$ cat src/hdl/cache_defines.svh
`ifndef CACHE_DEFINES_SVH
`define CACHE_DEFINES_SVH

// Word address and data widths.
`define CACHE_ADDR_WIDTH 16
`define CACHE_DATA_WIDTH 32

// Direct mapped, one word per line.
`define CACHE_INDEX_BITS 4
`define CACHE_LINES (1 << `CACHE_INDEX_BITS)
`define CACHE_TAG_BITS (`CACHE_ADDR_WIDTH - `CACHE_INDEX_BITS)

// Cycles a fill may wait for the parent.
`define CACHE_FILL_TIMEOUT 64

`endif
$ cat src/hdl/cache_pkg.sv
`default_nettype none

package cache_pkg;

    // Child and parent request opcode.
    typedef enum logic {
        CACHE_OP_READ  = 1'b0,
        CACHE_OP_WRITE = 1'b1
    } cache_op_t;

    // Control FSM states.
    typedef enum logic [1:0] {
        STATE_IDLE         = 2'd0,
        STATE_PARENT_WRITE = 2'd1, // Write forwarded, waiting for accept.
        STATE_PARENT_READ  = 2'd2, // Miss issued, waiting for accept.
        STATE_FILL_WAIT    = 2'd3
    } cache_state_t;

endpackage

`default_nettype wire

$ cat src/hdl/cache_top.sv
`timescale 1ns/1ns
`default_nettype none
`include "cache_defines.svh"

module cache_top (
    input  logic                          clk,
    input  logic                          rst,

    input  logic                          req_valid,
    output logic                          req_ready,
    input  cache_pkg::cache_op_t          req_op,
    input  logic [`CACHE_ADDR_WIDTH-1:0]  req_addr,
    input  logic [`CACHE_DATA_WIDTH-1:0]  req_wdata,

    output logic                          resp_valid,
    input  logic                          resp_ready,
    output logic [`CACHE_DATA_WIDTH-1:0]  resp_rdata,
    output logic                          resp_error,

    output logic                          parent_req_valid,
    input  logic                          parent_req_ready,
    output cache_pkg::cache_op_t          parent_req_op,
    output logic [`CACHE_ADDR_WIDTH-1:0]  parent_req_addr,
    output logic [`CACHE_DATA_WIDTH-1:0]  parent_req_wdata,

    input  logic                          parent_resp_valid,
    input  logic [`CACHE_DATA_WIDTH-1:0]  parent_resp_rdata
);

    logic [`CACHE_INDEX_BITS-1:0] read_index;
    logic [`CACHE_TAG_BITS-1:0]   read_tag;
    logic                         read_valid_bit;
    logic [`CACHE_DATA_WIDTH-1:0] read_data;

    logic                         stage_valid, stage_hit, stage_hold;
    cache_pkg::cache_op_t         stage_op;
    logic [`CACHE_ADDR_WIDTH-1:0] stage_addr;
    logic [`CACHE_DATA_WIDTH-1:0] stage_wdata;

    logic accept_enable, fill_write, resp_from_fill, resp_timeout, timer_run, timeout;
    logic write_hit_update, resp_done, parent_done;
    logic                         store_write;
    logic [`CACHE_DATA_WIDTH-1:0] store_wdata;

    // Store writes come from a fill or a write hit, both at the staged address.
    assign store_write = fill_write || write_hit_update;
    assign store_wdata = fill_write ? parent_resp_rdata : stage_wdata;

    cache_decode decode_inst (
        .clk, .rst,
        .req_valid, .req_op, .req_addr, .req_wdata, .req_ready,
        .accept_enable,
        .read_index, .read_tag, .read_valid_bit,
        .stage_valid, .stage_op, .stage_addr, .stage_wdata, .stage_hit,
        .stage_hold
    );

    cache_store store_inst (
        .clk, .rst,
        .read_index, .read_tag, .read_valid_bit, .read_data,
        .write_enable(store_write),
        .write_index(stage_addr[`CACHE_INDEX_BITS-1:0]),
        .write_tag(stage_addr[`CACHE_ADDR_WIDTH-1:`CACHE_INDEX_BITS]),
        .write_data(store_wdata)
    );

    cache_encode encode_inst (
        .clk, .rst,
        .stage_valid, .stage_op, .stage_addr, .stage_wdata, .stage_hit, .read_data,
        .resp_from_fill, .resp_timeout, .parent_resp_rdata,
        .resp_valid, .resp_rdata, .resp_error, .resp_ready, .resp_done,
        .parent_req_valid, .parent_req_op, .parent_req_addr, .parent_req_wdata,
        .parent_req_ready, .parent_done,
        .write_hit_update, .stage_hold
    );

    cache_control_fsm control_inst (
        .clk, .rst,
        .stage_valid, .stage_op, .stage_hit, .parent_done, .parent_resp_valid,
        .timeout, .resp_done,
        .accept_enable, .fill_write, .resp_from_fill, .resp_timeout, .timer_run
    );

    cache_fill_timer timer_inst (
        .clk, .rst,
        .timer_run,
        .timeout
    );

endmodule

`default_nettype wire

$ cat src/hdl/cache_fill_timer.sv
`timescale 1ns/1ns
`default_nettype none
`include "cache_defines.svh"

module cache_fill_timer (
    input  logic clk,
    input  logic rst,
    input  logic timer_run,
    output logic timeout
);

    localparam int COUNT_BITS = $clog2(`CACHE_FILL_TIMEOUT + 1);

    logic [COUNT_BITS-1:0] count;

    always_ff @(posedge clk) begin
        if (rst || !timer_run) begin
            count <= '0;
        end else if (!timeout) begin
            count <= count + 1'b1; // Saturates at the limit.
        end
    end

    assign timeout = (count == COUNT_BITS'(`CACHE_FILL_TIMEOUT));

endmodule

`default_nettype wire

$ cat src/hdl/cache_control_fsm.sv
`timescale 1ns/1ns
`default_nettype none
`include "cache_defines.svh"

module cache_control_fsm (
    input  logic                 clk,
    input  logic                 rst,

    input  logic                 stage_valid,
    input  cache_pkg::cache_op_t stage_op,
    input  logic                 stage_hit,
    input  logic                 parent_done,
    input  logic                 parent_resp_valid,
    input  logic                 timeout,
    input  logic                 resp_done,

    output logic                 accept_enable,
    output logic                 fill_write,
    output logic                 resp_from_fill,
    output logic                 resp_timeout,
    output logic                 timer_run
);

    cache_pkg::cache_state_t state, state_next;
    logic staged_write, staged_miss;

    assign staged_write = stage_valid && (stage_op == cache_pkg::CACHE_OP_WRITE);
    assign staged_miss  = stage_valid && (stage_op == cache_pkg::CACHE_OP_READ) && !stage_hit;

    always_ff @(posedge clk) begin
        if (rst) begin
            state <= cache_pkg::STATE_IDLE;
        end else begin
            state <= state_next;
        end
    end

    always_comb begin
        state_next = state;
        case (state)
            cache_pkg::STATE_IDLE: begin
                if (staged_write) begin
                    state_next = cache_pkg::STATE_PARENT_WRITE;
                end else if (staged_miss) begin
                    state_next = cache_pkg::STATE_PARENT_READ;
                end
            end
            cache_pkg::STATE_PARENT_WRITE: begin
                if (parent_done) state_next = cache_pkg::STATE_IDLE;
            end
            cache_pkg::STATE_PARENT_READ: begin
                if (parent_done) state_next = cache_pkg::STATE_FILL_WAIT;
            end
            cache_pkg::STATE_FILL_WAIT: begin
                if (parent_resp_valid || timeout) state_next = cache_pkg::STATE_IDLE;
            end
            default: state_next = cache_pkg::STATE_IDLE;
        endcase
    end

    // No new request behind a write or a miss.
    assign accept_enable = (state == cache_pkg::STATE_IDLE) && !staged_write && !staged_miss;

    assign timer_run      = (state == cache_pkg::STATE_FILL_WAIT);
    assign fill_write     = timer_run && parent_resp_valid;
    assign resp_from_fill = fill_write;
    assign resp_timeout   = timer_run && !parent_resp_valid && timeout;

    // Nothing is staged or answered while a fill is pending.
    assert property (@(posedge clk) disable iff (rst)
        timer_run |-> !stage_valid && !resp_done)
        else $error("Request staged or response taken during fill wait.");

endmodule

`default_nettype wire

$ cat src/hdl/cache_encode.sv
`timescale 1ns/1ns
`default_nettype none
`include "cache_defines.svh"

module cache_encode (
    input  logic                          clk,
    input  logic                          rst,

    input  logic                          stage_valid,
    input  cache_pkg::cache_op_t          stage_op,
    input  logic [`CACHE_ADDR_WIDTH-1:0]  stage_addr,
    input  logic [`CACHE_DATA_WIDTH-1:0]  stage_wdata,
    input  logic                          stage_hit,
    input  logic [`CACHE_DATA_WIDTH-1:0]  read_data,

    input  logic                          resp_from_fill,
    input  logic                          resp_timeout,
    input  logic [`CACHE_DATA_WIDTH-1:0]  parent_resp_rdata,

    output logic                          resp_valid,
    output logic [`CACHE_DATA_WIDTH-1:0]  resp_rdata,
    output logic                          resp_error,
    input  logic                          resp_ready,
    output logic                          resp_done,

    output logic                          parent_req_valid,
    output cache_pkg::cache_op_t          parent_req_op,
    output logic [`CACHE_ADDR_WIDTH-1:0]  parent_req_addr,
    output logic [`CACHE_DATA_WIDTH-1:0]  parent_req_wdata,
    input  logic                          parent_req_ready,
    output logic                          parent_done,

    output logic                          write_hit_update,
    output logic                          stage_hold
);

    logic is_write;
    logic resp_free, parent_free;
    logic produce_resp, produce_parent;
    logic load_resp;

    assign is_write    = (stage_op == cache_pkg::CACHE_OP_WRITE);
    assign resp_free   = !resp_valid || resp_ready;
    assign parent_free = !parent_req_valid || parent_req_ready;

    // One product per staged request.
    assign produce_resp = stage_valid && !is_write && stage_hit && resp_free;

    // A miss also waits for an empty response slot, so the fill never collides.
    assign produce_parent = stage_valid && (is_write || !stage_hit) &&
                            parent_free && (is_write || resp_free);

    assign write_hit_update = produce_parent && is_write && stage_hit;
    assign stage_hold       = stage_valid && !(produce_resp || produce_parent);

    assign resp_done   = resp_valid && resp_ready;
    assign parent_done = parent_req_valid && parent_req_ready;

    // **********************************************************************
    // Child response register
    // **********************************************************************

    assign load_resp = produce_resp || resp_from_fill || resp_timeout;

    always_ff @(posedge clk) begin
        if (rst) begin
            resp_valid <= 1'b0;
        end else if (load_resp) begin
            resp_valid <= 1'b1;
        end else if (resp_ready) begin
            resp_valid <= 1'b0;
        end
    end

    always_ff @(posedge clk) begin
        if (load_resp) begin
            if (resp_from_fill) begin
                resp_rdata <= parent_resp_rdata;
            end else if (resp_timeout) begin
                resp_rdata <= '0;
            end else begin
                resp_rdata <= read_data;
            end
            resp_error <= resp_timeout && !resp_from_fill;
        end
    end

    // **********************************************************************
    // Parent request register
    // **********************************************************************

    always_ff @(posedge clk) begin
        if (rst) begin
            parent_req_valid <= 1'b0;
        end else if (produce_parent) begin
            parent_req_valid <= 1'b1;
        end else if (parent_req_ready) begin
            parent_req_valid <= 1'b0;
        end
    end

    always_ff @(posedge clk) begin
        if (produce_parent) begin
            parent_req_op    <= stage_op;
            parent_req_addr  <= stage_addr;
            parent_req_wdata <= stage_wdata; // Unused by the parent on reads.
        end
    end

    // Fill data and timeout errors land in an empty response slot.
    assert property (@(posedge clk) disable iff (rst)
        resp_from_fill || resp_timeout |-> !resp_valid && !produce_resp)
        else $error("Fill or timeout response over a busy response slot.");

endmodule

`default_nettype wire

$ cat src/hdl/cache_decode.sv
`timescale 1ns/1ns
`default_nettype none
`include "cache_defines.svh"

module cache_decode (
    input  logic                          clk,
    input  logic                          rst,

    input  logic                          req_valid,
    input  cache_pkg::cache_op_t          req_op,
    input  logic [`CACHE_ADDR_WIDTH-1:0]  req_addr,
    input  logic [`CACHE_DATA_WIDTH-1:0]  req_wdata,
    output logic                          req_ready,

    input  logic                          accept_enable,

    output logic [`CACHE_INDEX_BITS-1:0]  read_index,
    input  logic [`CACHE_TAG_BITS-1:0]    read_tag,
    input  logic                          read_valid_bit,

    output logic                          stage_valid,
    output cache_pkg::cache_op_t          stage_op,
    output logic [`CACHE_ADDR_WIDTH-1:0]  stage_addr,
    output logic [`CACHE_DATA_WIDTH-1:0]  stage_wdata,
    output logic                          stage_hit,
    input  logic                          stage_hold
);

    logic ready_armed;
    logic accept;

    // Keeps req_ready low for the first cycle out of reset.
    always_ff @(posedge clk) begin
        if (rst) begin
            ready_armed <= 1'b0;
        end else begin
            ready_armed <= 1'b1;
        end
    end

    assign req_ready = ready_armed && accept_enable && !stage_hold;
    assign accept    = req_valid && req_ready;

    // A held stage keeps its own line on the store read port.
    assign read_index = stage_hold ? stage_addr[`CACHE_INDEX_BITS-1:0]
                                   : req_addr[`CACHE_INDEX_BITS-1:0];

    // **********************************************************************
    // Request stage
    // **********************************************************************

    always_ff @(posedge clk) begin
        if (rst) begin
            stage_valid <= 1'b0;
        end else if (!stage_hold) begin
            stage_valid <= accept;
        end
    end

    always_ff @(posedge clk) begin
        if (accept) begin
            stage_op    <= req_op;
            stage_addr  <= req_addr;
            stage_wdata <= req_wdata;
        end
    end

    assign stage_hit = read_valid_bit &&
                       (read_tag == stage_addr[`CACHE_ADDR_WIDTH-1:`CACHE_INDEX_BITS]);

    // Writes and misses in the stage hold off new requests.
    assert property (@(posedge clk) disable iff (rst)
        stage_valid && (stage_op == cache_pkg::CACHE_OP_WRITE || !stage_hit) |-> !req_ready)
        else $error("req_ready high behind a staged write or miss.");

endmodule

`default_nettype wire

$ cat src/hdl/cache_store.sv
`timescale 1ns/1ns
`default_nettype none
`include "cache_defines.svh"

module cache_store (
    input  logic                         clk,
    input  logic                         rst,

    input  logic [`CACHE_INDEX_BITS-1:0] read_index,
    output logic [`CACHE_TAG_BITS-1:0]   read_tag,
    output logic                         read_valid_bit,
    output logic [`CACHE_DATA_WIDTH-1:0] read_data,

    input  logic                         write_enable,
    input  logic [`CACHE_INDEX_BITS-1:0] write_index,
    input  logic [`CACHE_TAG_BITS-1:0]   write_tag,
    input  logic [`CACHE_DATA_WIDTH-1:0] write_data
);

    logic [`CACHE_TAG_BITS-1:0]   tag_mem  [`CACHE_LINES];
    logic [`CACHE_DATA_WIDTH-1:0] data_mem [`CACHE_LINES];
    logic [`CACHE_LINES-1:0]      valid_bits;
    logic                         same_line;

    assign same_line = write_enable && (write_index == read_index);

    always_ff @(posedge clk) begin
        if (rst) begin
            valid_bits <= '0; // Whole cache invalid at once.
        end else if (write_enable) begin
            valid_bits[write_index] <= 1'b1;
        end
    end

    always_ff @(posedge clk) begin
        if (write_enable) begin
            tag_mem[write_index]  <= write_tag;
            data_mem[write_index] <= write_data;
        end
    end

    // Registered read, new data wins on a collision.
    always_ff @(posedge clk) begin
        if (same_line) begin
            read_tag  <= write_tag;
            read_data <= write_data;
        end else begin
            read_tag  <= tag_mem[read_index];
            read_data <= data_mem[read_index];
        end
    end

    always_ff @(posedge clk) begin
        if (rst) begin
            read_valid_bit <= 1'b0;
        end else begin
            read_valid_bit <= same_line || valid_bits[read_index];
        end
    end

endmodule

`default_nettype wire

$ cat config.mk
export PLATFORM = sky130hd
export DESIGN_NAME = cache_top
export DESIGN_NICKNAME = d
export VERILOG_FILES = /design/src/hdl/cache_pkg.sv /design/src/hdl/cache_top.sv /design/src/hdl/cache_fill_timer.sv /design/src/hdl/cache_control_fsm.sv /design/src/hdl/cache_encode.sv /design/src/hdl/cache_decode.sv /design/src/hdl/cache_store.sv
export VERILOG_INCLUDE_DIRS = /design/src /design/src/hdl
export SDC_FILE = /design/constraint.sdc
export NUM_CORES = 1
export LEC_CHECK = 0
export BUFFER_PORTS_ARGS = -buffer_cell sky130_fd_sc_hd__buf_2
export CAP_MARGIN = 20
export CORE_MARGIN = 2
export CORE_UTILIZATION = 55
export DETAILED_ROUTE_END_ITERATION = 10
export PLACE_DENSITY = 0.73
export SETUP_SLACK_MARGIN = 0.1
export SKIP_LAST_GASP = 1
export SLEW_MARGIN = 20
export SYNTH_ARGS = -nofsm -noshare
export SYNTH_HDL_FRONTEND = slang
export SYNTH_SLANG_ARGS = --single-unit
$ cat constraint.sdc
create_clock -name clk -period 6.79 [get_ports clk]
set_input_delay 0.3395 -clock clk [delete_from_list [all_inputs] [get_ports clk]]
set_output_delay 0.3395 -clock clk [all_outputs]
set_load 0.005 [all_outputs]
# Yosys cells after proc, flatten, opt, wreduce, memory -nomap -nowiden
# Memory sizes are Yosys's and may differ from the RTL's. A register that Yosys moved wholly into a read port is not among the register bits.
# Cells that the tools add are included.
# Widths: inputs -> output; s select.
[op_classes] eq_ne=10 addsub=1 n_bitwise=2 mux=21 n_reduce_logical=51 n_lt_le_gt_ge=3
[op_table] cell="$mux 32" count=3
[op_table] cell="$logic_and 1x1->1" count=25
[op_table] cell="$or 16x16->16" count=1
[op_table] cell="$eq 12x12->1" count=1
[op_table] cell="$logic_not 1->1" count=11
[op_table] cell="$logic_or 1x1->1" count=11
[op_table] cell="$lt 4x5->1 const B" count=2
[op_table] cell="$mux 2" count=5
[op_table] cell="$mux 1" count=9
[op_table] cell="$pmux 2 s4" count=1
[op_table] cell="$add 7x1->7 const B" count=1
[op_table] cell="$eq 7x7->1 const B" count=1
[op_table] cell="$bmux 1 s4" count=1
[op_table] cell="$demux 1 s4" count=1
[op_table] cell="$eq 2x2->1 const B" count=2
[op_table] cell="$eq 4x4->1" count=1
[op_table] cell="$ge 4x1->1 const B" count=1
[op_table] cell="$mux 4" count=1
[op_table] cell="$ne 2x1->1 const B" count=2
[op_table] cell="$reduce_and 4->1" count=1
[op_table] cell="$reduce_bool 2->1" count=2
[op_table] cell="$ne 3x1->1 const B" count=1
[op_table] cell="$eq 2x1->1 const B" count=1
[op_table] cell="$logic_not 2->1" count=1
[op_table] cell="other kinds (2)" count=2
[totals] mem_bits_rw=704 mem_count=2 output_inout_bits=85 in_bits=87 regBits=161
[mem_list] memory="store_inst.data_mem" words=16 word_bits=32 read_ports=1 rd_ports_with_merged_regs=1 wr=1 line_no="cache_store.sv:21" rtl="logic [`CACHE_DATA_WIDTH-1:0] data_mem [`CACHE_LINES];"
[mem_list] memory="store_inst.tag_mem" words=16 word_bits=12 read_ports=1 rd_ports_with_merged_regs=1 wr=1 line_no="cache_store.sv:20" rtl="logic [`CACHE_TAG_BITS-1:0] tag_mem [`CACHE_LINES];"

# Depth between registers and ports, before layout
[depth] depth_word=14 ltp_mapped=17

# Hierarchy
# From an unflattened synthesis, not the netlist that was laid out.
[hier_totals] hier_cells=1387 area_unflattened_um2=33480.9
[modules_own_cells] mod="cache_store" n_inst=1 seq_area_each_um2=21560.7 cells_per_inst=1069 area_each_um2=27714.1
[modules_own_cells] mod="cache_encode" n_inst=1 seq_area_each_um2=2502.4 cells_per_inst=145 area_each_um2=2985.4
[modules_own_cells] mod="cache_decode" n_inst=1 seq_area_each_um2=1511.4 cells_per_inst=79 area_each_um2=1736.7
[modules_own_cells] mod="cache_top" n_inst=1 seq_area_each_um2=0.0 cells_per_inst=37 area_each_um2=546.8
[modules_own_cells] mod="cache_fill_timer" n_inst=1 seq_area_each_um2=140.1 cells_per_inst=39 area_each_um2=356.6
[modules_own_cells] mod="cache_control_fsm" n_inst=1 seq_area_each_um2=40.0 cells_per_inst=18 area_each_um2=141.4

# Worst setup path before layout
# Ideal clock, no wire load.
[synth_path] path_type="register -> register" from="register (tool-made name)" to="memory store_inst.data_mem[3][0] (netlist bit), enable pin" path_stages_with_launch=12 t_arrival_ps=5804 setup_slack_ps=483 setup_ps=502 path_cell_list="dfxtp_1 > buf_6 > buf_6 > mux4_2 > mux4_2 > xnor2_1 > o211ai_1 > nor4_1 > a21oi_1 > nand2b_1 > or2_2 > nor3_1"
[synth_rtl] item="to (decl)" line_no="cache_store.sv:21"

==> flow_summary.toml <==
[finish]
finish.utilization_pct = 64.2
multiInputGateArea_sq_um = 7140
seqCellArea_sq_um = 25800
drive_above_1_share_pct = 27.9
stdcell_count = 2758
n_fill_cell = 3950
diodes = 0
area_growth_pct = 15.9
stdcell_area_sq_um = 38600
final_nets = 1993

[flow_run]
cap_viol_max_count = 0

[sta]
whs_ps = 31.8
finalCriticalPeriod_ps = 5520
tns_ps = 0
worst_slew_pin_slew_ps = 1000
hold_viol_final = 0
max_freq_mhz = 181
rsz0062_at_grt = "no"
slew_headroom_pct = 33.1
setup_viol = 0
finalClockSkew_ps = 19.0
drv_slew = 0
fin_ws_ps = 1270
fin_crit_sh_pct = 81.3

[place]
place_area_sq_um = 35300
post-dp-hpwl_um = 41900
post-place-ws_ps = 1340
place_congestion = 0.904
dpl.cell_count = 2538
portBuffers = 171

[yosys]
synth_edf_count = 835
syn_area_per_cell_sq_um = 20.5
synth_area_leader_cell = "edfxtp_1"
ys_seq_area_share_pct = 77.4
ys_async_sr_fraction_pct = 0
synth_top_area_share_pct = 75.3
synth_area_leaders = "edfxtp_1, mux4_2, dfxtp_1"
syn_area_sq_um = 33300
yosys_most_used_dff = "edfxtp_1"
ys_warn_count = 0
ys_ff_latch = 869
synth_fp_nets = 1714
syn_inst = 1625
ys_types = 56

[floorplanning]
floorplan.initialDensity_pct = 55.3
die_w_um = 250
io_pins = 172
rows = 90
fp.dieArea_sq_um = 62500
core_sq_um = 60100
die_h_um = 250

[critical_path]
critPathKind = "flop to flop"
cp_top_family = "simple AND/OR/NAND/NOR gates"
endpoint_kind = "flop"
cp.arrival_ps = 5820
r2r_end = "store_inst.data_mem[10][14]"
r2r_setup_slack_ps = 1270
crit_fanout = 33
required_ps = 7090
cpMaxStageDelayCell = "dfxtp_4"
cpPeakStageDelay_ps = 810
rr_worst_depth = 12
crit_buf_inv = 2
path_cells = "buf_4 -> nor2b_1 -> a22oi_1 -> and3_1 -> nor4_1 -> o2111ai_1 -> nor4_1 -> a21oi_1 -> nand2b_1 -> nand2b_1 -> nor2_4 -> buf_4"
start_kind = "flop"

[clock_tree]
cts_buffer_depth = 3
cts_tree = "built"
postCtsSetupBuffers = 0
insertion_delay_ps = 630
post_cts_resized = 0
cts_root_buffer = "clkbuf_16"
htreeDepth = 3
cts.sinks = 869
numCtsBuffers = 87
path_clk_slew_ps = 60

[worst_hold_path]
hold_path_class = "primary input to flop"
min_to = "encode_inst.resp_rdata[18]"
hp-start = "parent_resp_rdata[18]"
hold_depth = 3

[global_routing]
grt_pass1_vias = 17500
overflow = 0
grt_max_degree = 67
grt_pass1_wl_um = 110000
antenna_found_initial = 0
grt_util_all_layers_pct = 23.8

[power_and_ir_drop]
p_per_area_nw_per_um2 = 284
peakVddDrop_v = 0.000240
total_power_mw = 10.9
leakage_nw = 12.8

[route]
drt-wirelength-per-cell_um = 26.6
dr.pass1.iters = 5
drt_iter0_drc = 1868
vias_per_cell = 6.12
vias = 16900
ant_nets = 0
drc = 0
drt_wl_total_um = 73300

[run_status]
outcome = "completed"
==> flip-flops by register name (all words and copies together) (netlist names), named ones only <==
name and flops:
encode_inst.resp_error 1, encode_inst.parent_req_wdata 32, store_inst.read_valid_bit 1, control_inst.state 2, store_inst.valid_bits 16, encode_inst.parent_req_op 1, decode_inst.ready_armed 1, encode_inst.resp_rdata 32
decode_inst.stage_valid 1, encode_inst.parent_req_valid 1, store_inst.data_mem 512, encode_inst.parent_req_addr 16, store_inst.tag_mem 192, encode_inst.resp_valid 1, timer_inst.count 7, decode_inst.stage_addr 16
decode_inst.stage_op 1, decode_inst.stage_wdata 32
==> report_power, final <==
group          leakage (nW)  internal, mW  switching, mW
registers              7.80          5.93         0.0664
logic                  3.73         0.222          0.258
clock network          1.29          2.50           1.97
total                  12.8          8.65           2.30
==> area by class of cell <==
| type | count | share of cell area (%) |
|---|---|---|
| well taps | 782 | 2.54 |
| inverters | 45 | 0.438 |
| repair buffers | 267 | 4.77 |
| clock buffers | 108 | 5.98 |
| multi-input cells | 634 | 18.5 |
| flip-flops and latches | 869 | 66.8 |
| clock inverters | 53 | 0.967 |
==> layer usage <==
layer  part of all wire [%]  track usage, %  vias to the layer above
met5                      0               0                        -
met4                    1.7            6.11                        0
met3                    7.6            4.27                      106
met2                     50            39.7                      797
met1                     40            33.1                     8795
li1                       -               -                     7168
==> cells by family after synthesis <==
| group | after synthesis | share of synthesized area [%] |
|---|---|---|
| compound gates | 126 | 2.49 |
| xor+xnor | 21 | 0.553 |
| fa+ha+maj | 2 | 0.0752 |
| buf+inv | 122 | 1.53 |
| flops | 869 | 77.4 |
| mux | 251 | 14.8 |
| simple gates | 234 | 3.19 |
==> synthesized netlist by cell type (4+ instances only) <==
library cell and instances:
a21oi_1 15, a22o_1 4, a22oi_1 20, a31oi_1 4, and3_1 6, buf_1 20, buf_2 10, buf_6 4
clkbuf_1 41, dfxtp_1 34, edfxtp_1 835, inv_1 45, mux2_2 4, mux2i_1 55, mux4_1 4, mux4_2 186
nand2_1 118, nand2b_1 12, nand3_1 15, nor2_1 40, nor2b_1 6, nor3_1 15, nor4_1 5, o21a_1 18
o21ai_0 39, xnor2_1 15, xor2_1 6
==> cells in the final DEF, fill, tap and decap left out, types with 9 or more instances in the layout <==
cell,synthesis,layout
edfxtp_1,835,835
mux4_2,186,186
buf_2,10,171
nand2_1,118,118
clkbuf_16,0,88
dlygate4sd3_1,0,57
mux2i_1,55,55
inv_1,45,44
o21ai_0,39,39
dfxtp_1,34,30
buf_4,2,30
nor2_1,40,27
clkinv_1,0,27
a22oi_1,20,20
o21a_1,18,18
clkbuf_1,41,17
a21oi_1,15,15
xnor2_1,15,15
nand3_1,15,14
nor2_4,0,13
nand2b_1,12,12
nor3_1,15,11
clkinv_2,0,9
==> worst register-to-register path: cells and delay by family, from the launching register on <==
family                 cells  cell delay, ps
flip-flops                 1             810
buffers and inverters      2            1040
AO/OA/AOI/OAI              3             580
AND/OR/NAND/NOR            7            2760
==> worst max-delay path by stage <==
| stage | depth (start not counted) | slack [ps] | end |
|---|---|---|---|
| final | 12 | 1270 | store_inst.data_mem[10][14] |
| after global routing | 12 | 900 | store_inst.data_mem[10][14] |
| after CTS | 12 | 1300 | store_inst.data_mem[10][14] |
| after detailed placement | 12 | 1340 | store_inst.data_mem[10][14] |
| after global placement | 12 | 1490 | store_inst.data_mem[10][16] |
| after floorplan | 11 | 480 | store_inst.data_mem[3][0] |
==> what timing repair did <==
item	4_1_cts	5_1_grt
setup endpoints to repair	0	0
endpoints found under the hold margin	58	0
hold buffers	57	0
Note: power is estimated with default switching activity, not from simulation.
